$ cat src/logic/residuPkg.sv
package residuPkg;

	////////////////////////////////////////////////////////////
	// Widths
	////////////////////////////////////////////////////////////

	// Word address into the shared sample memory
	typedef logic [10:0] memAddrT;
	// Samples and Q12 coefficients
	typedef logic signed [15:0] sampleT;
	// Wide enough for eleven full-scale products
	typedef logic signed [39:0] accT;
	// APB byte address, bit 13 picks the memory window
	typedef logic [13:0] apbAddrT;
	// Frame length, 1 to maxLen
	typedef logic [6:0] lenT;
	// Coefficient and tap index, one past the last tap
	typedef logic [3:0] coefIdxT;

	localparam int memDepth = 2048;
	localparam int windowBit = 13;
	localparam int filterOrder = 10;
	localparam int maxLen = 64;
	localparam int roundShift = 12;

	////////////////////////////////////////////////////////////
	// Register map
	////////////////////////////////////////////////////////////

	localparam apbAddrT ctrlOffset = 14'h000;
	localparam apbAddrT aBaseOffset = 14'h004;
	localparam apbAddrT xBaseOffset = 14'h008;
	localparam apbAddrT yBaseOffset = 14'h00C;
	localparam apbAddrT lenOffset = 14'h010;

	// Filter engine states
	typedef enum logic [2:0] {
		idle,
		loadCoef,
		mac,
		store,
		finish
	} engineStateT;

endpackage

$ cat src/logic/apbRegs.sv
`timescale 1ns/1ps

module apbRegs
	import residuPkg::*;
(
	input logic clk,
	input logic rstN,
	input logic PSEL,
	input logic PENABLE,
	input logic PWRITE,
	input apbAddrT PADDR,
	input logic [31:0] PWDATA,
	input logic hostGnt,
	input sampleT ramRdata,
	input logic busy,
	input logic finish,
	output logic [31:0] PRDATA,
	output logic PREADY,
	output logic PSLVERR,
	output logic hostReq,
	output memAddrT hostAddr,
	output logic hostWe,
	output sampleT hostWdata,
	output logic start,
	output memAddrT aBase,
	output memAddrT xBase,
	output memAddrT yBase,
	output lenT len
);

	logic windowSel;
	logic regAccess;
	logic regWrite;
	logic pending;
	logic done;
	logic offsetHit;
	logic lenBad;
	logic startBad;
	logic [31:0] regRdata;

	assign windowSel = PADDR[windowBit];
	assign regAccess = PSEL && PENABLE && !windowSel;
	assign regWrite = regAccess && PWRITE;

	////////////////////////////////////////////////////////////
	// Memory window
	////////////////////////////////////////////////////////////

	// Request in the access phase until granted
	assign hostReq = PSEL && PENABLE && windowSel && !pending;
	// Word address from byte address
	assign hostAddr = PADDR[12:2];
	assign hostWe = PWRITE;
	assign hostWdata = PWDATA[15:0];

	// Granted last cycle, read data is on ramRdata now
	always_ff @(posedge clk)
	begin
		if (!rstN)
			pending <= 1'b0;
		else
			pending <= hostGnt;
	end

	////////////////////////////////////////////////////////////
	// Register decode
	////////////////////////////////////////////////////////////

	always_comb
	begin
		offsetHit = 1'b1;
		regRdata = '0;
		case (PADDR)
			// Bit 1 done, bit 0 busy
			ctrlOffset: regRdata = {30'd0, done, busy};
			aBaseOffset: regRdata = {21'd0, aBase};
			xBaseOffset: regRdata = {21'd0, xBase};
			yBaseOffset: regRdata = {21'd0, yBase};
			lenOffset: regRdata = {25'd0, len};
			default: offsetHit = 1'b0;
		endcase
	end

	// Length outside 1..maxLen
	assign lenBad = PWRITE && PADDR == lenOffset &&
		(PWDATA == 32'd0 || PWDATA > 32'(maxLen));
	// Start request on a running engine
	assign startBad = PWRITE && PADDR == ctrlOffset && PWDATA[0] && busy;
	// One-cycle pulse on the completing write
	assign start = regWrite && PADDR == ctrlOffset && PWDATA[0] && !busy;

	// Registers answer at once, window waits one cycle past its grant
	assign PREADY = PSEL && PENABLE && (!windowSel || pending);
	assign PSLVERR = regAccess && (!offsetHit || lenBad || startBad);
	assign PRDATA = windowSel ? {{16{ramRdata[15]}}, ramRdata} : regRdata;

	always_ff @(posedge clk)
	begin
		if (!rstN)
		begin
			aBase <= '0;
			xBase <= '0;
			yBase <= '0;
			len <= lenT'(1);
			done <= 1'b0;
		end
		else
		begin
			if (regWrite)
			begin
				case (PADDR)
					aBaseOffset: aBase <= PWDATA[10:0];
					xBaseOffset: xBase <= PWDATA[10:0];
					yBaseOffset: yBase <= PWDATA[10:0];
					// Bad length leaves the old value
					lenOffset:
						if (!lenBad)
							len <= PWDATA[6:0];
					default: ;
				endcase
			end
			// Sticky until the next frame starts
			if (start)
				done <= 1'b0;
			else if (finish)
				done <= 1'b1;
		end
	end

	// Window request and its address hold until the arbiter answers
	assert property (@(posedge clk) disable iff (!rstN)
		hostReq && !hostGnt |=> hostReq && $stable(hostAddr));

endmodule

$ cat config.mk
export PLATFORM = sky130hd
export DESIGN_NAME = apbRegs
export DESIGN_NICKNAME = d
export VERILOG_FILES = /design/src/logic/residuPkg.sv /design/src/logic/apbRegs.sv
export SDC_FILE = /design/constraint.sdc
export NUM_CORES = 1
export LEC_CHECK = 0
export BUFFER_PORTS_ARGS = -buffer_cell sky130_fd_sc_hd__buf_2
export CAP_MARGIN = 20
export CELL_PAD_IN_SITES_DETAIL_PLACEMENT = 1
export CELL_PAD_IN_SITES_GLOBAL_PLACEMENT = 1
export CORE_MARGIN = 10
export CORE_UTILIZATION = 31
export CTS_CLUSTER_DIAMETER = 150
export DETAILED_ROUTE_END_ITERATION = 12
export HOLD_SLACK_MARGIN = 0.05
export PLACE_DENSITY = 0.87
export SLEW_MARGIN = 10
export SYNTH_ARGS = -nofsm -noshare
export SYNTH_HDL_FRONTEND = slang
export SYNTH_SLANG_ARGS = --single-unit
$ cat constraint.sdc
create_clock -name clk -period 4.24 [get_ports clk]
set_clock_uncertainty 0.1 [all_clocks]
set_input_delay 0.848 -clock clk [delete_from_list [all_inputs] [get_ports clk]]
set_output_delay 0.848 -clock clk [all_outputs]
set_load 0.05 [all_outputs]
==> qor.txt <==
RSZ-0062 raised after global routing: false
CTS tree: built
Htree depth: 2
VDD IR max: 140 µV
Pre-Repair DR Iteration Count: 4
Filler instances: 1033
Most common cell after layout, fill and taps aside: buf_2
Largest net degree at the start of global routing: 50
Fin crit share: 85.7%
Mux share of post-synthesis cell area: 15.8%
Synth Area in XOR/XNOR: 0.337%
Yosys cell types: 35
Clock Tree Root: clkbuf_8
Placer Congestion: 0.783
Die area: 12400 µm²
EDFF count, synth: 0
CP Class: in2out
Setup WS pre-CTS: 0.566 ns
Slew HR: 49.4%
Initial DRC Count: 93
Area Growth Syn to Fin: 28.8%
CORE AREA: 8180 µm²
Slew Viols, Final: 0
DR WL/cell: 19.9 µm
Synth Area in Adders: 0%
Worst Path Arrival: 2.68 ns
Hold buffers post-CTS: 0
Total Routing Usage GR: 16.0%
Synthesized area per cell: 8.74 µm²
First-pass GRT wire length: 16300 µm
Clock buffer depth: 2
Crit. End Element: primary output
Hold Path Class: reg2reg
Crit start category: input port
Post-route DRC: 0
Via-to-Cell Ratio: 5.03
TritonCTS buffer count: 5
Flip-flop and latch count after synthesis: 42
Dpl hpwl: 8420 µm
Final min period: 3.63 ns
Worst-path cell chain: buf_2 > nor4_2 > and4_1 > a222oi_1 > o21ai_0 > buf_2
Post-synthesis compound-gate area fraction: 10.2%
Cells after Synth: 297
Design Area, Final: 3340 µm²
Maximum clock frequency: 275 MHz
Vias: 2663
Layout cell share with drive strength beyond 1: 47.2%
Mapped Area: 2600 µm²
CP max-delay cell: and4_1
Ports: 174
Initial antenna violation count: 0
Critical path buffers and inverters: 2
Clk_lat worst skew: 0.30 ns
Max-cap violations: 0
Worst setup margin: 0.607 ns
Die Y: 112 µm
Die width: 112 µm
Leakage power: 0.00156 µW
CTS Sinks: 42
Ant. Diodes: 0
CP max FO: 12
Slew @ Worst Pin: 0.759 ns
Final setup vio count: 0
TNS Setup: 0 ns
Async S/R FF share, synth: 0%
Post-route antenna net violation count: 0
Total global routing overflow: 0
Yosys warns: 0
Hold violation total from the final report: 0
Worst-path clk slew: 0.08 ns
Post-CTS Resized: 0
Power Density: 285 nW/µm²
Rows: 33
Crit path largest cell delay: 0.68 ns
Final Util: 40.9%
Top delay family on crit path: simple AND/OR/NAND/NOR gates
Req. time, crit path: 3.29 ns
Starting density of the core: 31.8%
I/O Buffers: 173
Status: finished, final reports clean
Final wirelength: 10500 µm
Register area share after synthesis: 32.4%
Nets: 493
Post-place instance area: 3230 µm²
# Post-CTS Setup Buffers: 0
Post-synth top flop: dfxtp_1
Most frequent cells in the layout: buf_2, dfxtp_1, nand2_1, mux2i_1, nor2b_1
Cell mode on critical path: buf_2
Largest family of logic cells by synthesized area: simple AND/OR/NAND/NOR gates
Simple-Gate Fraction of Synth Area: 25.2%
Vias in the first global route: 2897
Syn nets: 367
Internal reg-to-reg setup slack: 3.39 ns
-- tightest hold or removal path: cells and delay by family, from the launching register on --
| kind | cells | cell delay [ns] |
|---|---|---|
| flops | 1 | 0.32 |
| compound gates | 1 | 0.06 |
| simple gates | 1 | 0.05 |
-- synthesized netlist by cell type, types with 2 or more instances --
| cell | count | area, µm² |
|---|---|---|
| nor4_2 | 2 | 25.0 |
| nor3_1 | 2 | 10.0 |
| mux2i_1 | 33 | 330 |
| a21boi_0 | 11 | 82.6 |
| mux2_2 | 7 | 78.8 |
| nor3b_1 | 3 | 22.5 |
| nor4_1 | 6 | 37.5 |
| a211oi_1 | 2 | 15.0 |
| a22oi_1 | 4 | 30.0 |
| nor2_1 | 6 | 22.5 |
| nor2b_1 | 24 | 150 |
| inv_1 | 2 | 7.51 |
| buf_2 | 2 | 10.0 |
| nand3_1 | 14 | 70.1 |
| and2_1 | 8 | 50.1 |
| o21ai_0 | 8 | 40.0 |
| nand2_1 | 37 | 139 |
| nand4_1 | 3 | 18.8 |
| dfxtp_1 | 42 | 841 |
| a222oi_1 | 7 | 70.1 |
| o211ai_1 | 3 | 22.5 |
| and4_1 | 2 | 17.5 |
| and3_1 | 2 | 12.5 |
| buf_4 | 46 | 345 |
| clkbuf_1 | 11 | 41.3 |
-- metrics by stage --
step	cells	power, µW	hold slack (ns)
after floorplan	297	586	0.373
after global placement	521	638	0.356
after detailed placement	521	642	0.371
after CTS	529	964	0.387
after global routing	529	994	0.415
final	529	954	0.384
-- final cells by class --
class / instances / area [µm²] / share of cell area, %
Inverter: 2 / 7.51 / 0.224
Clock inverter: 2 / 37.5 / 1.12
Multi-Input combinational cell: 192 / 1340 / 40.0
Clock buffer: 6 / 72.6 / 2.17
Timing Repair Buffer: 180 / 918 / 27.5
Sequential cell: 42 / 841 / 25.1
Tap cell: 105 / 131 / 3.93
-- where the power goes --
group	switching (µW)	leakage [µW]	internal, µW
clock network	147	0.0000514	176
registers	0.496	0.000339	395
logic	173	0.00117	62.3
-- cells by family (layout without fill, tap and decap cells) --
| group | count (synthesis) | count (layout) |
|---|---|---|
| XOR/XNOR | 1 | 1 |
| AO/OA/AOI/OAI | 36 | 36 |
| multiplexers | 40 | 40 |
| flip-flops | 42 | 42 |
| buffers and inverters | 63 | 190 |
| AND/OR/NAND/NOR | 115 | 115 |
-- flip-flops by register name (all words and copies together), names as in the netlist --
| register | count |
|---|---|
| done | 1 |
| aBase | 11 |
| pending | 1 |
| len | 7 |
| yBase | 11 |
| xBase | 11 |
-- routing by layer --
metal  GRT usage, %  vias to the layer above  share of wire [%]
li1               -                     1258                  -
met4           3.08                        0               0.99
met5              0                        -                  0
met1           16.8                     1267                 39
met3           6.76                        8                9.9
met2           29.0                      130                 50
-- path summary, 6_finish.rpt --
path / from / endpoint / cells after the start
min: xBase[10] / xBase[10] / 2
min reg2reg: xBase[10] / xBase[10] / 2
max: PADDR[9] / PRDATA[1] / 6
max reg2reg: len[6] / len[6] / 2
Power figures use the tool's default switching activity.
