$ cat src/logic/residuPkg.sv
package residuPkg;

	////////////////////////////////////////////////////////////
	// Widths
	////////////////////////////////////////////////////////////

	// Word address into the shared sample memory
	typedef logic [10:0] memAddrT;
	// Samples and Q12 coefficients
	typedef logic signed [15:0] sampleT;
	// Wide enough for eleven full-scale products
	typedef logic signed [39:0] accT;
	// APB byte address, bit 13 picks the memory window
	typedef logic [13:0] apbAddrT;
	// Frame length, 1 to maxLen
	typedef logic [6:0] lenT;
	// Coefficient and tap index, one past the last tap
	typedef logic [3:0] coefIdxT;

	localparam int memDepth = 2048;
	localparam int windowBit = 13;
	localparam int filterOrder = 10;
	localparam int maxLen = 64;
	localparam int roundShift = 12;

	////////////////////////////////////////////////////////////
	// Register map
	////////////////////////////////////////////////////////////

	localparam apbAddrT ctrlOffset = 14'h000;
	localparam apbAddrT aBaseOffset = 14'h004;
	localparam apbAddrT xBaseOffset = 14'h008;
	localparam apbAddrT yBaseOffset = 14'h00C;
	localparam apbAddrT lenOffset = 14'h010;

	// Filter engine states
	typedef enum logic [2:0] {
		idle,
		loadCoef,
		mac,
		store,
		finish
	} engineStateT;

endpackage

$ cat src/logic/residuEngine.sv
`timescale 1ns/1ps

module residuEngine
	import residuPkg::*;
(
	input logic clk,
	input logic rstN,
	input logic start,
	input memAddrT aBase,
	input memAddrT xBase,
	input memAddrT yBase,
	input lenT len,
	input logic engGnt,
	input sampleT ramRdata,
	output logic engReq,
	output memAddrT engAddr,
	output logic engWe,
	output sampleT engWdata,
	output logic busy,
	output logic finish
);

	engineStateT state;
	// Local copy of a0..a10
	sampleT coef [filterOrder + 1];
	// Next tap to request, next tap to come back
	coefIdxT issueK;
	coefIdxT capK;
	// Output sample index
	lenT n;
	logic issueDone;
	logic rdValid;
	logic prodValid;
	logic prodLast;
	accT product;
	accT acc;

	// Round half up in Q12, then clamp to 16 bits
	function automatic sampleT roundSat(input accT value);
		accT rounded;
		rounded = (value + (accT'(1) <<< (roundShift - 1))) >>> roundShift;
		if (rounded > 40'sd32767)
			return 16'sh7fff;
		if (rounded < -40'sd32768)
			return 16'sh8000;
		return sampleT'(rounded);
	endfunction

	assign issueDone = issueK > coefIdxT'(filterOrder);
	assign busy = state != idle;
	assign finish = state == residuPkg::finish;
	assign engWdata = roundSat(acc);

	////////////////////////////////////////////////////////////
	// Address generation
	////////////////////////////////////////////////////////////

	always_comb
	begin
		engReq = 1'b0;
		engWe = 1'b0;
		// y[n] by default
		engAddr = yBase + memAddrT'(n);
		case (state)
			loadCoef:
			begin
				engReq = !issueDone;
				engAddr = aBase + memAddrT'(issueK);
			end
			mac:
			begin
				// x[n-k], the words below xBase hold history
				engReq = !issueDone;
				engAddr = xBase + memAddrT'(n) - memAddrT'(issueK);
			end
			store:
			begin
				engReq = 1'b1;
				engWe = 1'b1;
			end
			default: ;
		endcase
	end

	////////////////////////////////////////////////////////////
	// Control
	////////////////////////////////////////////////////////////

	always_ff @(posedge clk)
	begin
		if (!rstN)
		begin
			state <= idle;
			issueK <= '0;
			capK <= '0;
			n <= '0;
			rdValid <= 1'b0;
			prodValid <= 1'b0;
			prodLast <= 1'b0;
		end
		else
		begin
			// Read data lands one cycle after its grant
			rdValid <= engGnt && !engWe;
			prodValid <= rdValid && state == mac;
			prodLast <= rdValid && capK == coefIdxT'(filterOrder);
			if (engGnt && !engWe)
				issueK <= issueK + coefIdxT'(1);
			if (rdValid)
				capK <= capK + coefIdxT'(1);
			case (state)
				idle:
					if (start)
					begin
						state <= loadCoef;
						issueK <= '0;
						capK <= '0;
						n <= '0;
					end
				loadCoef:
					// Last coefficient back, start the first output
					if (rdValid && capK == coefIdxT'(filterOrder))
					begin
						state <= mac;
						issueK <= '0;
						capK <= '0;
					end
				mac:
					if (prodValid && prodLast)
						state <= store;
				store:
					if (engGnt)
					begin
						issueK <= '0;
						capK <= '0;
						if (lenT'(n + lenT'(1)) == len)
							state <= residuPkg::finish;
						else
						begin
							n <= n + lenT'(1);
							state <= mac;
						end
					end
				residuPkg::finish: state <= idle;
				default: state <= idle;
			endcase
		end
	end

	////////////////////////////////////////////////////////////
	// Datapath
	////////////////////////////////////////////////////////////

	always_ff @(posedge clk)
	begin
		if (state == loadCoef && rdValid)
			coef[capK] <= ramRdata;
		// a[k] * x[n-k], one product behind the read
		if (state == mac && rdValid)
			product <= accT'(coef[capK]) * accT'(ramRdata);
		// Fresh sum per output
		if ((state == idle && start) || (state == store && engGnt))
			acc <= '0;
		else if (prodValid)
			acc <= acc + product;
	end

	// Writes only once every tap is read and summed
	assert property (@(posedge clk) disable iff (!rstN)
		engWe |-> state == store && issueDone && !rdValid && !prodValid);

endmodule

$ cat config.mk
export PLATFORM = sky130hd
export DESIGN_NAME = residuEngine
export DESIGN_NICKNAME = d
export VERILOG_FILES = /design/src/logic/residuPkg.sv /design/src/logic/residuEngine.sv
export SDC_FILE = /design/constraint.sdc
export NUM_CORES = 1
export LEC_CHECK = 0
export BUFFER_PORTS_ARGS = -buffer_cell sky130_fd_sc_hd__buf_2
export CAP_MARGIN = 20
export CORE_ASPECT_RATIO = 1.5
export CORE_MARGIN = 2
export CORE_UTILIZATION = 50
export CTS_CLUSTER_DIAMETER = 40
export CTS_CLUSTER_SIZE = 8
export DETAILED_ROUTE_END_ITERATION = 7
export HOLD_SLACK_MARGIN = 0.03
export PLACE_DENSITY = 0.64
export SKIP_CTS_REPAIR_TIMING = 1
export SYNTH_ARGS = -nofsm -noshare
export SYNTH_HDL_FRONTEND = slang
export SYNTH_SLANG_ARGS = --single-unit
$ cat constraint.sdc
create_clock -name clk -period 13.15 [get_ports clk]
set_input_delay 0.6575 -clock clk [delete_from_list [all_inputs] [get_ports clk]]
set_output_delay 0.6575 -clock clk [all_outputs]
set_load 0.02 [all_outputs]
==> results of run 1 <==
-- cell type report --
type / instances / area, sq um / share of cell area
Inverter: 391 / 1470 / 0.0550
Clock inverter: 13 / 191 / 0.00718
Tap cell: 600 / 751 / 0.0281
Clock buffer: 54 / 1190 / 0.0447
Timing Repair Buffer: 121 / 683 / 0.0256
Multi-Input combinational cell: 1595 / 14900 / 0.559
Sequential cell: 269 / 7470 / 0.280
-- layout by cell type (no fill, tap or decap), types with 19 or more instances in the layout --
cell type    n
dfxtp_1     59
fa_1       269
inv_1      389
and3_1      19
xnor2_1     82
a21oi_1    100
and2_1     131
nand2_1    210
a21o_1      48
buf_4       31
mux4_2      28
clkbuf_16   46
mux2i_1     55
edfxtp_1   208
o21ai_0     62
nor2_1     121
xor2_1      47
buf_2       90
nor3_1      19
nand3_1     34
ha_1       154
-- how the worst max path moves through the flow --
stage,start,to,slack [ns],cells after the start
after floorplan,capK[0]$_SDFF_PN0_,product[38]$_DFFE_PP_,5.50,31
after global placement,capK[0]$_SDFF_PN0_,product[30]$_DFFE_PP_,4.59,23
after detailed placement,capK[0]$_SDFF_PN0_,product[30]$_DFFE_PP_,4.49,23
after CTS,capK[0]$_SDFF_PN0_,product[30]$_DFFE_PP_,4.47,23
after global routing,capK[0]$_SDFF_PN0_,product[30]$_DFFE_PP_,4.03,26
final,capK[0]$_SDFF_PN0_,product[30]$_DFFE_PP_,4.55,25
-- state kept, by name, indices dropped and copies added, names as in the netlist, 3 cells and up --
| register | cells |
|---|---|
| capK | 4 |
| n | 7 |
| acc | 40 |
| issueK | 4 |
| coef | 176 |
| product | 32 |
| state | 3 |
-- through the flow --
stage | setup WS, ns | cell area (sq um) | std cells | hold WS, ns
after global routing | 4.03 | 26700 | 3043 | 0.315
final | 4.55 | 26700 | 3043 | 0.326
after global placement | 4.59 | 25300 | 2975 | 0.477
after detailed placement | 4.49 | 25300 | 2976 | 0.488
after floorplan | 5.50 | 24200 | 2337 | 0.463
after CTS | 4.47 | 26700 | 3043 | 0.301
-- metal layers --
| metal | part of all wire | GRT usage |
|---|---|---|
| met5 | 0.00012 | 0 |
| met2 | 0.55 | 0.459 |
| met1 | 0.37 | 0.261 |
| met4 | 0.039 | 0.0971 |
| met3 | 0.039 | 0.0314 |
-- cell families after synthesis --
family | share of synthesized area
muxes | 0.0507
and+or+nand+nor | 0.123
xor gates and xnor gates | 0.0467
adders and majority gates | 0.302
DFF | 0.309
buffers and inverters | 0.0749
AOI/OAI and AO/OA | 0.0940
-- worst max-delay path: stages (launching register included) --
cell	delay, ns
dfxtp_4	0.68
buf_4	0.56
mux4_2	0.58
a221o_1	0.60
and2_1	0.29
fa_1	0.53
inv_1	0.05
fa_1	0.49
fa_1	0.44
fa_1	0.56
inv_1	0.05
fa_1	0.47
inv_1	0.05
fa_1	0.53
inv_1	0.04
ha_1	0.37
a21o_1	0.21
a21o_1	0.18
a21oi_1	0.16
o21ai_0	0.09
a21oi_1	0.39
o31ai_1	0.16
o21ai_1	0.29
o2111ai_1	0.17
a21o_1	0.21
xor2_1	0.13
==> out/metrics.cfg, run 1 <==
[route]
detail_route.first_pass.iterations=7
detail_route.vias_per_cell=5.56
detail_route.wl_per_cell_um=18.9
route.antenna.remaining_nets=0
num_vias=16930
wl_mm=57.6
detailedRoute.firstIterationViolations=819
drc_errors=0

[global_routing]
overflow=0
number_of_antenna_violations_at_the_first_check_in_global_routing=1
grt_first_pass_wirelength_mm=93.6
first_global_vias=18366
maximum_number_of_pins_on_one_net_before_global_route_repair=42
global_route.usage.total=0.239

[yosys]
distinct_cell_type_count_after_synthesis=78
syn_nets=2820
synthArstFlopShare=0
synth_edf_count=208
syn-cell-area_sq_um=24200
synth_largest_type_area_fraction=0.258
avgSynthCellArea_sq_um=10.3
ys.flop_type=edfxtp_1
synth.yosys.seq_area_share=0.309
synth_largest_area_cell=edfxtp_1
ys_seq_elements=269
yosys-top-cells-count=inv_1, fa_1, nand2_1
synthTopCellsByArea=edfxtp_1, fa_1, ha_1
yosys_warnings=0
gate_count_post_synth=2337
yosysMostFrequentCell=inv_1

[sta]
timing.final.crit_share=0.654
worst-slew-pin-transition_ns=1.04
period_needed_ns=8.60
max_freq_mhz=116
drv_slew=0
timing.setup.tns_ns=0
rsz0062_at_grt=false
max_slew_margin=0.297
final_report_setup_violation_count=0
report.final.hold_viol_count=0
clock_skew_ns=0.0559

[clock_network]
cts_inserted_buffers=45
cts.path.max_buffers=3
tritoncts=built
cts.reportedPaths.clkPinSlew_ns=0.05
clock-root-buffer=clkbuf_16
ctsHtreeMaxLevel=2
clock-sinks=269
clock_latency_on_the_worst_skew_pair_ns=0.60

[hold_path]
worst_hold_path_type=primary input to flop
min_delay_worst_endpoint=prodValid$_SDFF_PN0_
worst_hold_startpoint=rstN
number_of_cells_on_the_worst_hold_path=2

[setup_path]
cp_data_required_time_ns=13.49
critPathMaxFanout=32
crit_type=flop to flop
critical_path.endpoint_type=flop
arrival_ns=8.94
r2r_start=capK[0]$_SDFF_PN0_
worst_setup_path_start_kind=flop
regToRegEndpoint=product[30]$_DFFE_PP_
rrSetupSlack_ns=4.55
number_of_cells_traversed_by_the_worst_register_to_register_path=25

[final_layout]
final_nets=2906
drive_gt1_frac=0.0974
synthToLayoutAreaGrowth_pct=10.3
number_of_diodes_added_for_antenna_fixing=0
final_util=0.559
filler_cell_count=4128

[floorplan]
fp.dieH_um=273
rows=98
i_o_pin_count=91
chipWidth_um=184
design.core.area_sq_um=47700
initial_utilization=0.507
die_area_sq_um=50200

[place]
hpwlAfterDp_mm=42.8
gp_routability_congestion=0.862
io_buffers=90

[status]
status=finished, final reports clean

[job]
maxCapViolCount=0

Power of run 1 is not shown: default switching activity piles up to over one toggle a cycle in this logic, so the estimate is an artifact.
==> run 2: changes to the inputs <==
--- a/config.mk
+++ b/config.mk
@@ -14,7 +14,7 @@
 export CTS_CLUSTER_SIZE = 8
 export DETAILED_ROUTE_END_ITERATION = 7
 export HOLD_SLACK_MARGIN = 0.03
-export PLACE_DENSITY = 0.64
+export PLACE_DENSITY = 0.66
 export SKIP_CTS_REPAIR_TIMING = 1
 export SYNTH_ARGS = -nofsm -noshare
 export SYNTH_HDL_FRONTEND = slang
==> constraint.sdc (replaced) <==
create_clock -name clk -period 7.35 [get_ports clk]
set_input_delay 0.3675 -clock clk [delete_from_list [all_inputs] [get_ports clk]]
set_output_delay 0.3675 -clock clk [all_outputs]
set_load 0.02 [all_outputs]
==> out/metrics.cfg, run 2 (synthesis results as in run 1) <==
[status]
status=finished, final reports clean

[final_layout]
number_of_diodes_added_for_antenna_fixing=0
reg.largest.list=coef: 176 flops, acc: 40 flops, product: 32 flops
final_nets=3025
layout.cells.most_common_list=inv_1, fa_1, edfxtp_1
final_util=0.590
filler_cell_count=3945
drive_gt1_frac=0.178
largest-register=coef
layout_commonest_cell=inv_1
synthToLayoutAreaGrowth_pct=16.3
finish.instance_area_sq_um=28100
largest_register_ff_count=176

[hold_path]
worst_hold_path_type=primary input to flop

[floorplan]
design.core.area_sq_um=47700
rows=98
chipWidth_um=184
initial_utilization=0.507
die_area_sq_um=50200
i_o_pin_count=91
fp.dieH_um=273

[sta]
timing.setup.tns_ns=0
timing.final.crit_share=0.975
final_report_setup_violation_count=0
max_slew_margin=0.387
max_freq_mhz=140
period_needed_ns=7.17
clock_skew_ns=0.0589
rsz0062_at_grt=true
report.final.hold_viol_count=0
worst-slew-pin-transition_ns=0.920
drv_slew=0
finalWorstSetupSlack_ns=0.184

[setup_path]
critical_path_top_delay_cell=fa_1
critical_path.endpoint_type=flop
crit_path_frequent_cell=fa_1
crit_type=flop to flop
worst_setup_path_start_kind=flop
critPathMaxStageDelay_ns=0.56
critPathMaxFanout=7
cp_data_required_time_ns=7.67
arrival_ns=7.49

[clock_network]
cts_inserted_buffers=44
cts.reportedPaths.clkPinSlew_ns=0.05
clock-root-buffer=clkbuf_16
clock-sinks=269
clock_latency_on_the_worst_skew_pair_ns=0.59
tritoncts=built
ctsHtreeMaxLevel=2
cts.path.max_buffers=3

[route]
detail_route.first_pass.iterations=5
drc_errors=0
num_vias=17331
wl_mm=59.2
detail_route.vias_per_cell=5.48
route.antenna.remaining_nets=0
detailedRoute.firstIterationViolations=691
detail_route.wl_per_cell_um=18.7

[global_routing]
maximum_number_of_pins_on_one_net_before_global_route_repair=39
grt_first_pass_wirelength_mm=94.1
first_global_vias=18577
global_route.usage.total=0.239
overflow=0
number_of_antenna_violations_at_the_first_check_in_global_routing=0

[job]
maxCapViolCount=0

[place]
preCtsSetupSlack_ns=-0.360
hpwlAfterDp_mm=44.8
io_buffers=90
gp_routability_congestion=0.868
placedInstanceArea_sq_um=26000

## run 2: area by class of cell
cell class | instances | area, sq um | area share
Timing Repair Buffer | 240 | 1800 | 0.0638
Sequential cell | 269 | 7470 | 0.266
Clock inverter | 12 | 135 | 0.00480
Multi-Input combinational cell | 1596 | 15300 | 0.546
Inverter | 391 | 1470 | 0.0522
Clock buffer | 54 | 1160 | 0.0412
Tap cell | 600 | 751 | 0.0267
## run 2: path summary, 6_finish.rpt
kind                       start                    end  slack, ns  cells past startpoint
max           capK[0]$_SDFF_PN0_  product[38]$_DFFE_PP_       0.18                     27
min                         rstN   prodValid$_SDFF_PN0_       0.05                      2
min reg2reg  acc[0]$_SDFFE_PP0P_    acc[0]$_SDFFE_PP0P_       0.50                      2
max reg2reg   capK[0]$_SDFF_PN0_  product[38]$_DFFE_PP_       0.18                     27
## run 2: stage by stage
| stage | std cells | hold WS, ns |
|---|---|---|
| final | 3162 | 0.0474 |
| after global routing | 3162 | 0.0564 |
| after CTS | 3132 | 0.0200 |
| after detailed placement | 3066 | 0.490 |
| after global placement | 3066 | 0.477 |
| after floorplan | 2337 | 0.463 |
## run 2: worst max-delay path: cells and delay by family (launching register included)
| kind | cells | cell delay [ns] |
|---|---|---|
| muxes | 1 | 0.11 |
| adders and majority gates | 7 | 3.43 |
| DFF | 1 | 0.37 |
| buffers and inverters | 8 | 0.73 |
| xor gates and xnor gates | 1 | 0.14 |
| AOI/OAI and AO/OA | 6 | 1.59 |
| and+or+nand+nor | 4 | 0.50 |
## run 2: per-layer routing
metal | vias up | wire length [um] | track usage
met3 | 163 | 2140 | 0.0309
met2 | 383 | 32300 | 0.458
met4 | 0 | 3130 | 0.108
met5 | - | 0 | 0
met1 | 8648 | 21600 | 0.258
li1 | 8137 | - | -
Power of run 2 is left out for the same reason.
