--- src/logic/residuPkg.sv ---
package residuPkg;

	////////////////////////////////////////////////////////////
	// Widths
	////////////////////////////////////////////////////////////

	// Word address into the shared sample memory
	typedef logic [10:0] memAddrT;
	// Samples and Q12 coefficients
	typedef logic signed [15:0] sampleT;
	// Wide enough for eleven full-scale products
	typedef logic signed [39:0] accT;
	// APB byte address, bit 13 picks the memory window
	typedef logic [13:0] apbAddrT;
	// Frame length, 1 to maxLen
	typedef logic [6:0] lenT;
	// Coefficient and tap index, one past the last tap
	typedef logic [3:0] coefIdxT;

	localparam int memDepth = 2048;
	localparam int windowBit = 13;
	localparam int filterOrder = 10;
	localparam int maxLen = 64;
	localparam int roundShift = 12;

	////////////////////////////////////////////////////////////
	// Register map
	////////////////////////////////////////////////////////////

	localparam apbAddrT ctrlOffset = 14'h000;
	localparam apbAddrT aBaseOffset = 14'h004;
	localparam apbAddrT xBaseOffset = 14'h008;
	localparam apbAddrT yBaseOffset = 14'h00C;
	localparam apbAddrT lenOffset = 14'h010;

	// Filter engine states
	typedef enum logic [2:0] {
		idle,
		loadCoef,
		mac,
		store,
		finish
	} engineStateT;

endpackage

--- src/logic/memArbiter.sv ---
`timescale 1ns/1ps

module memArbiter
	import residuPkg::*;
(
	input logic clk,
	input logic rstN,
	input logic hostReq,
	input memAddrT hostAddr,
	input logic hostWe,
	input sampleT hostWdata,
	input logic engReq,
	input memAddrT engAddr,
	input logic engWe,
	input sampleT engWdata,
	output logic hostGnt,
	output logic engGnt,
	output logic ramEn,
	output logic ramWe,
	output memAddrT ramAddr,
	output sampleT ramWdata
);

	// Set when the host won last
	logic lastHost;

	// Lone requester wins at once and a tie goes to whoever lost last
	always_comb
	begin
		hostGnt = hostReq && (!engReq || !lastHost);
		engGnt = engReq && !hostGnt;
	end

	// Granted port drives the RAM
	always_comb
	begin
		ramEn = hostGnt || engGnt;
		ramWe = hostGnt ? hostWe : (engGnt && engWe);
		ramAddr = hostGnt ? hostAddr : engAddr;
		ramWdata = hostGnt ? hostWdata : engWdata;
	end

	always_ff @(posedge clk)
	begin
		if (!rstN)
			lastHost <= 1'b0;
		else if (hostGnt)
			lastHost <= 1'b1;
		else if (engGnt)
			lastHost <= 1'b0;
	end

	// At most one port owns the RAM
	assert property (@(posedge clk) disable iff (!rstN) !(hostGnt && engGnt));

endmodule

--- config.mk ---
export PLATFORM = sky130hd
export DESIGN_NAME = memArbiter
export DESIGN_NICKNAME = d
export VERILOG_FILES = /design/src/logic/residuPkg.sv /design/src/logic/memArbiter.sv
export SDC_FILE = /design/constraint.sdc
export NUM_CORES = 1
export LEC_CHECK = 0
export ABC_AREA = 1
export BUFFER_PORTS_ARGS = -buffer_cell sky130_fd_sc_hd__buf_2
export CAP_MARGIN = 20
export CELL_PAD_IN_SITES_DETAIL_PLACEMENT = 0
export CELL_PAD_IN_SITES_GLOBAL_PLACEMENT = 1
export CORE_UTILIZATION = 10
export DETAILED_ROUTE_END_ITERATION = 7
export HOLD_SLACK_MARGIN = 0.06
export PLACE_DENSITY = 0.78
export SETUP_SLACK_MARGIN = 0.1
export SYNTH_ARGS = -nofsm -noshare
export SYNTH_HDL_FRONTEND = slang
export SYNTH_SLANG_ARGS = --single-unit
--- constraint.sdc ---
create_clock -name clk -period 0.8 [get_ports clk]
set_input_delay 0 -clock clk [delete_from_list [all_inputs] [get_ports clk]]
set_output_delay 0 -clock clk [all_outputs]
set_load 0.005 [all_outputs]
==> results of run 1 <==
==> how the worst min path moves through the flow <==
| stage | slack, ps | endpoint | from | cells past startpoint |
|---|---|---|---|---|
| 6_report | 230 | lastHost | rstN | 3 |
| 5_1_grt | 250 | lastHost | rstN | 3 |
| 4_1_cts | 230 | lastHost | rstN | 3 |
| 3_5_place_dp | 230 | lastHost | rstN | 3 |
| 3_3_place_gp | 230 | lastHost | rstN | 3 |
| 2_1_floorplan | 90 | ramAddr[0] | hostAddr[0] | 2 |
==> metal layers <==
layer | wire, um | part of all wire [%] | track usage [%]
met2 | 1030 | 51 | 14.1
met1 | 788 | 39 | 6.11
met3 | 202 | 10 | 0.169
met5 | 0 | 0 | 0
met4 | 0 | 0 | 0
==> repair_timing <==
action,4_1_cts,5_1_grt
buffers inserted,1,1
gates cloned,0,2
hold buffers,0,0
pin swaps,1,2
endpoints found under the setup margin,31,32
gates resized for setup,5,16
==> cell type report <==
class | instances | area [um2] | share of cell area (%)
multi-input cells | 91 | 404 | 37.2
well taps | 50 | 62.6 | 5.75
repair buffers | 100 | 584 | 53.7
flip-flops and latches | 1 | 21.3 | 1.96
inverters | 2 | 15.0 | 1.38
==> cell usage after synthesis <==
cell | n | area (um2)
sky130_fd_sc_hd__nor2_1 | 3 | 11.3
sky130_fd_sc_hd__buf_2 | 2 | 10.0
sky130_fd_sc_hd__dfxtp_1 | 1 | 20.0
sky130_fd_sc_hd__inv_1 | 1 | 3.75
sky130_fd_sc_hd__buf_6 | 4 | 45.0
sky130_fd_sc_hd__nand2_1 | 84 | 315
sky130_fd_sc_hd__nand3_1 | 2 | 10.0
sky130_fd_sc_hd__nand2_2 | 2 | 12.5
sky130_fd_sc_hd__inv_2 | 1 | 3.75
==> power by group through the flow <==
| stage | clock network, mW | registers [mW] | logic, mW |
|---|---|---|---|
| floorplan | 0 | 0.0579 | 0.240 |
| finish | 0 | 0.0586 | 0.629 |
| detailed placement | 0 | 0.0584 | 0.545 |
| global route | 0 | 0.0589 | 0.712 |
| CTS | 0 | 0.0584 | 0.563 |
| global placement | 0 | 0.0580 | 0.548 |
==> placed cells by master, fill, tap and decap left out, drive strengths merged <==
| master | Yosys | routed |
|---|---|---|
| buf | 6 | 98 |
| clkbuf | 0 | 2 |
| dfxtp | 1 | 1 |
| inv | 2 | 2 |
| nand2 | 86 | 86 |
| nand3 | 2 | 2 |
| nor2 | 3 | 3 |
==> worst reg2reg max path, cell delays in order, from the launching register on <==
cell and delay, ps:
sky130_fd_sc_hd__dfxtp_2 310, sky130_fd_sc_hd__nand2_2 70, sky130_fd_sc_hd__buf_4 150, sky130_fd_sc_hd__nand2_2 40, sky130_fd_sc_hd__nor2_1 30
==> cell families after synthesis <==
group                  count (synthesis)
buffers and inverters                  8
DFF                                    1
and+or+nand+nor                       91
==> impl_metrics.ini, run 1 <==
[die]
rows = 23
ios = 91
die_y_um = 67.7
coreArea_um2 = 4090
start_util_pct = 10.6
die_w_um = 67.7
die-area_um2 = 4580

[sta]
final_period_minus_worst_setup_slack_ps = 924
max-slew-margin-rel_pct = 92.3
timing_hold_violations_final = 0
layout_setup_ws_ps = -124
timing_max_transition_violations_final = 0
setup_tns_ps = -3100
final.setup_skew_ps = 0
fmax_ghz = 1.08
period_share_pct = 116
worst_hold_slack_after_final_layout_ps = 228
max_slew.worst_pin.slew_ps = 116
unrepaired_setup_endpoints_after_global_routing = yes
setup-violations-final = 31

[synthesis]
synth.yosys.seq_area_share_pct = 4.64
synth_top_family_by_area = simple AND/OR/NAND/NOR gates
synth_adder_area_share_pct = 0
ys_seq_elements = 1
netlist_area_um2 = 432
synth_area_per_cell_um2 = 4.32
synth-compound-area-share_pct = 0
yosys.area_share.xor_xnor_pct = 0
synth_simple_gate_area_share_pct = 80.9
synth.yosys.warnings = 0
synthesis.instances = 100
synthMuxAreaShare_pct = 0
synth_fp_nets = 160
netlist-cell-type-count = 9

[power]
p_total_uw = 687
seq_power_share_pct = 8.5
cell_internal_pwr_uw = 404
power.static_leakage_nw = 0.728
vdd_ir_drop_max_v = 0.000259
power.clock.fraction_pct = 0
power_switching_uw = 284
power.share.combinational_pct = 91.5
power_density_nw_per_um2 = 632
sw_frac_of_total_pct = 41.3

[setup_path]
cp-endpoint = ramWdata[8]
worstPathCellList = nand2_2 -> nand2_4 -> inv_8 -> clkbuf_16 -> nand2_2 -> nand2_1 -> buf_2
critPathKind = flop to output pin
cpLargestDelayFamily = buffers and inverters
worst_setup_path_end_kind = output pin
ff2ff_setup_slack_ps = 80
worst_path_most_repeated_cell = sky130_fd_sc_hd__nand2_2
critPathSlowestCell = sky130_fd_sc_hd__dfxtp_2
crit_path_max_fanout = 5
worstReg2RegStart = lastHost
critical_path.max_stage_delay_ps = 310
r2r.worst_path.cells = 4
crit-reg2reg-capture = lastHost
critical_path_depth = 7
worstSetupStartpoint = lastHost
critPathBufInv = 3
critPathArrivalTime_ps = 920
setup.worst_path.start_class = flop
required_ps = 800

[routing]
detailroute.via_count = 896
drc_errors = 0
wirelength_mm = 2.02
viasPerCell = 3.67
postRouteAntennaNets = 0
wl_per_cell_um = 8.27
dr.pass1.iters = 3
initial_drc_count = 13

[clock_network]
worst_setup_hold_path_clk_slew_ps = 0
worst_skew_pair_latency_ps = 0

[global_route]
initial_antenna_violation_count = 0
grt_overflow_total = 0
number_of_global_route_vias_before_repair = 612
globalRouteTotalUtil_pct = 6.17
grt_pass1_wl_mm = 2.30
grt_start_max_net_pins = 21

[run]
cap_viol_max_count = 0

[final_layout]
finish.net_count = 256
final_layout_size_suffix_gt1_share_pct = 61.9
biggestRegsByFlops = lastHost: 1 flops
antennaDiodeCount = 0
signed_area_change_from_the_synthesized_netlist_to_the_final_layout_pct = 152
fillers = 465
final_core_util_pct = 26.6
max_reg_flops = 1
largest-register = lastHost
finish.cell_count_without_fillers = 244
stdcell_area_um2 = 1090

[placed_design]
placed_cells_incl_taps = 241
finalWeightedCongestion = 0.736
placement.cell_area_um2 = 966
preCtsSetupSlack_ps = -146
post-dp-hpwl_mm = 1.50
placement.io_buffers = 90

[status]
violations_in_the_final_reports = setup timing
status = finished with violations

[min_path]
holdCritPathClass = input pin to flop
No activity file was read; power rests on OpenSTA's default activity.
==> run 2: changes to the inputs <==
Settings changed: CORE_ASPECT_RATIO from default to 0.7.
==> run 2 against run 1 <==
Against the previous run: the run still ends with setup timing left; flip-flop and latch count did not move; maximum frequency rose by 1.6%; final area rose by 1.2%; utilization rose by 0.77 points; global-route usage rose by 0.60 points; die area barely moved; sequential power rose by 2%; hold slack got worse by 1.4 ps; final cell count did not move; critical endpoint is now ramWdata[13].
==> impl_metrics.ini, run 2 (synthesized netlist as in run 1, its figures left out) <==
[routing]
wl_per_cell_um = 8.59
wirelength_mm = 2.10
detailroute.via_count = 895
drc_errors = 0
postRouteAntennaNets = 0
dr.pass1.iters = 4
initial_drc_count = 28
viasPerCell = 3.67

[placed_design]
finalWeightedCongestion = 0.658
placement.io_buffers = 90
preCtsSetupSlack_ps = -111

[global_route]
grt_start_max_net_pins = 30
grt_pass1_wl_mm = 2.61
initial_antenna_violation_count = 0
grt_overflow_total = 0
globalRouteTotalUtil_pct = 6.77
number_of_global_route_vias_before_repair = 667

[final_layout]
antennaDiodeCount = 0
most-common-layout-cells = sky130_fd_sc_hd__buf_2, sky130_fd_sc_hd__nand2_1, sky130_fd_sc_hd__nand2_2, sky130_fd_sc_hd__buf_12
max_reg_flops = 1
largest-register = lastHost
layout_commonest_cell = sky130_fd_sc_hd__buf_2
signed_area_change_from_the_synthesized_netlist_to_the_final_layout_pct = 155
finish.net_count = 254
final_layout_size_suffix_gt1_share_pct = 58.3
biggestRegsByFlops = lastHost: 1 flops
final_core_util_pct = 27.4

[min_path]
min_to = lastHost
holdCritPathClass = input pin to flop
hold_path_startpoint = rstN
hold-path-cell-count = 3

[setup_path]
required_ps = 800
ff2ff_setup_slack_ps = -40
setup.worst_path.start_class = flop
crit_path_max_fanout = 8
worst_setup_path_end_kind = output pin
r2r.worst_path.cells = 5
critPathArrivalTime_ps = 910
crit-reg2reg-capture = lastHost
critPathKind = flop to output pin
worstReg2RegStart = lastHost

[sta]
unrepaired_setup_endpoints_after_global_routing = yes
final.setup_skew_ps = 0
max-slew-margin-rel_pct = 90.8
final_period_minus_worst_setup_slack_ps = 910
timing_hold_violations_final = 0
worst_hold_slack_after_final_layout_ps = 227
setup-violations-final = 32
max_slew.worst_pin.slew_ps = 138
period_share_pct = 114
fmax_ghz = 1.10
layout_setup_ws_ps = -110
timing_max_transition_violations_final = 0

[die]
coreArea_um2 = 4020
ios = 91
die_w_um = 80.5
start_util_pct = 10.7
rows = 19
die-area_um2 = 4590
die_y_um = 57.0

[power]
p_total_uw = 708
vdd_ir_drop_max_v = 0.000228
power.static_leakage_nw = 0.730
power_density_nw_per_um2 = 644

[run]
cap_viol_max_count = 0

[clock_network]
worst_skew_pair_latency_ps = 0
hold_fix_buffers_cts = 0
worst_setup_hold_path_clk_slew_ps = 0

[status]
violations_in_the_final_reports = setup timing
status = finished with violations
==> run 2: cell types whose count changed in the layout (fill, tap and decap cells not counted), sizes merged <==
cell	change
buf	-2
==> run 2: metrics by stage <==
step | cells | cell area, um2 | setup TNS [ps]
2_1_floorplan | 100 | 443 | -410
3_3_place_gp | 240 | 971 | -2520
3_5_place_dp | 240 | 971 | -2770
4_1_cts | 242 | 1030 | -2590
5_1_grt | 244 | 1100 | -4520
6_report | 244 | 1100 | -2610
==> run 2: worst max path at each step <==
stage / from / slack [ps] / cells past startpoint / to
6_report: lastHost / -110 / 7 / ramWdata[13]
5_1_grt: lastHost / -170 / 7 / ramWdata[13]
4_1_cts: lastHost / -110 / 7 / ramWdata[9]
3_5_place_dp: lastHost / -110 / 7 / ramWdata[14]
3_3_place_gp: lastHost / -100 / 7 / ramAddr[1]
2_1_floorplan: lastHost / -40 / 7 / ramAddr[6]
==> run 2: critical path: stages, from the launching register on <==
cell and delay, ps:
sky130_fd_sc_hd__dfxtp_2 310, sky130_fd_sc_hd__nand2_4 80, sky130_fd_sc_hd__nand2_8 80, sky130_fd_sc_hd__inv_8 90, sky130_fd_sc_hd__clkbuf_16 150, sky130_fd_sc_hd__nand2_1 50, sky130_fd_sc_hd__nand2_1 50, sky130_fd_sc_hd__buf_2 100
==> run 2: routing by layer <==
metal | GRT usage (%) | up-vias | wire [um]
li1 | - | 481 | -
met1 | 7.61 | 365 | 924
met2 | 14.0 | 49 | 949
met3 | 0.960 | 0 | 221
met4 | 0 | 0 | 0
met5 | 0 | - | 0
==> run 2: layout make-up <==
type,count,area [um2]
Multi-Input combinational cell,91,395
Inverter,2,15.0
Tap cell,52,65.1
Fill cell,464,2920
Sequential cell,1,21.3
Timing Repair Buffer,98,603
==> run 2: timing repair <==
item	CTS	global route
buffers inserted	1	0
endpoints found under the hold margin	0	0
gates resized for setup	9	5
setup endpoints to repair	31	32
pin swaps	4	0
cloned	1	2
==> run 2: where the power goes <==
group          total, mW  switching (mW)  internal [mW]  leakage [nW]
combinational      0.648           0.286          0.363         0.722
clock                  0               0              0             0
sequential        0.0596         0.00370         0.0559       0.00859
==> run 3: changes to the inputs <==
--- a/config.mk
+++ b/config.mk
@@ -18,2 +18,3 @@
 export SETUP_SLACK_MARGIN = 0.1
+export SLEW_MARGIN = 20
 export SYNTH_ARGS = -nofsm -noshare
--- a/constraint.sdc
+++ b/constraint.sdc
@@ -3,2 +3,2 @@
 set_output_delay 0 -clock clk [all_outputs]
-set_load 0.005 [all_outputs]
+set_load 0.02 [all_outputs]
==> run 3 against run 2 <==
Against the previous run: hold slack lost 3.6 ps; critical path depth is the same; final cell count up 1.2%; clock skew unchanged; die area unchanged; global-route usage grew 1.7 points; worst setup slack got worse by 48 ps; the run still ends with setup timing left.
==> impl_metrics.ini, run 3 (synthesized netlist as in run 1, its figures left out) <==
[setup_path]
critPathArrivalTime_ps = 960
setup.worst_path.start_class = flop
critPathBufInv = 3
required_ps = 800
critPathKind = flop to output pin
worstPathCellList = nand2_2 -> nand2_4 -> inv_6 -> buf_12 -> nand2_2 -> nand2_4 -> buf_4
worstReg2RegStart = lastHost
cpLargestDelayFamily = buffers and inverters
critical_path.max_stage_delay_ps = 310
worstSetupStartpoint = lastHost
worst_setup_path_end_kind = output pin
critPathSlowestCell = sky130_fd_sc_hd__dfxtp_2
crit_path_max_fanout = 10

[sta]
max-slew-margin-rel_pct = 89.0
worst_hold_slack_after_final_layout_ps = 223
final_period_minus_worst_setup_slack_ps = 958
unrepaired_setup_endpoints_after_global_routing = yes
fmax_ghz = 1.04
max_slew.worst_pin.slew_ps = 166
timing_max_transition_violations_final = 0
timing_hold_violations_final = 0
period_share_pct = 120
layout_setup_ws_ps = -158
final.setup_skew_ps = 0
setup-violations-final = 32

[clock_network]
worst_skew_pair_latency_ps = 0
worst_setup_hold_path_clk_slew_ps = 0
hold_fix_buffers_cts = 0

[min_path]
holdCritPathClass = input pin to flop
hold_path_startpoint = rstN

[final_layout]
max_reg_flops = 1
layout_commonest_cell = sky130_fd_sc_hd__buf_2
finish.net_count = 257
largest-register = lastHost
most-common-layout-cells = sky130_fd_sc_hd__buf_2, sky130_fd_sc_hd__nand2_2, sky130_fd_sc_hd__nand2_1, sky130_fd_sc_hd__buf_6, sky130_fd_sc_hd__buf_4
antennaDiodeCount = 0
biggestRegsByFlops = lastHost: 1 flops
final_layout_size_suffix_gt1_share_pct = 77.9
finish.cell_count_without_fillers = 247
fillers = 450
signed_area_change_from_the_synthesized_netlist_to_the_final_layout_pct = 211

[global_route]
grt_pass1_wl_mm = 3.22
grt_start_max_net_pins = 15
met3_resource_use_gr_pct = 0.800
number_of_global_route_vias_before_repair = 769
global_routing_met1_resource_utilization_pct = 10.5
initial_antenna_violation_count = 0
use_met2_pct = 16.8
globalRouteTotalUtil_pct = 8.51
grt_overflow_total = 0
gr-max-usage-layer = met2

[die]
die_w_um = 80.5
rows = 19
die_y_um = 57.0
die-area_um2 = 4590
start_util_pct = 10.7
ios = 91
coreArea_um2 = 4020

[placed_design]
placement.io_buffers = 90
finalWeightedCongestion = 0.614
placed_cells_incl_taps = 244
preCtsSetupSlack_ps = -212
post-dp-hpwl_mm = 1.67

[routing]
wl_per_cell_um = 8.98
dr.pass1.iters = 4
viasPerCell = 3.66
wirelength_mm = 2.22
initial_drc_count = 22
detailroute.via_count = 903
postRouteAntennaNets = 0
drc_errors = 0

[run]
cap_viol_max_count = 0

[power]
p_total_mw = 1.10
vdd_ir_drop_max_v = 0.000312
power_density_nw_per_um2 = 815
power.static_leakage_nw = 0.777

[status]
violations_in_the_final_reports = setup timing
status = finished with violations
run 3: cell count changes in the layout (fill, tap and decap cells not counted), sizes merged:
cell    before  now
clkbuf       2    0
buf         96  101
run 3: worst register-to-register path: stages (launching register included):
cell and delay [ps]:
sky130_fd_sc_hd__dfxtp_2 310, sky130_fd_sc_hd__nand2_2 70, sky130_fd_sc_hd__buf_4 130, sky130_fd_sc_hd__buf_4 120, sky130_fd_sc_hd__nand2_1 50, sky130_fd_sc_hd__nor2_1 30
run 3: timing repair:
action                                 CTS  global route
buffers inserted                         2             0
endpoints found under the hold margin    0             0
gates resized for setup                 67            11
cloned                                   1             1
setup endpoints to repair               31            32
pin swaps                                2             0
run 3: where the power goes:
part | switching (mW) | internal, mW
logic | 0.517 | 0.520
registers | 0.00261 | 0.0558
clock network | 0 | 0
total | 0.520 | 0.576
run 3: layout make-up:
cell class	count	area [um2]	area share, %
Inverter	2	12.5	0.931
Sequential cell	1	21.3	1.58
Multi-Input combinational cell	91	502	37.3
Tap cell	52	65.1	4.84
Timing Repair Buffer	101	743	55.3
run 3: routing by layer:
metal	up-vias	part of all wire (%)
met4	0	0
met5	-	0
li1	487	-
met2	39	49
met1	377	42
met3	0	9.0
run 3: path summary, 6_finish.rpt:
path                              endpoint  slack, ps  cells past startpoint
worst max-delay path            ramAddr[6]       -160                      7
worst min-delay path              lastHost        220                      3
worst max register to register    lastHost        -30                      5
worst min register to register    lastHost        480                      2
run 3: per-stage QoR:
stage	util, %	TNS, ps	area (um2)
finish	33.4	-4160	1340
global route	33.4	-5840	1340
CTS	32.5	-4160	1300
detailed placement	26.7	-5260	1070
global placement	26.7	-4770	1070
floorplan	-	-1630	541
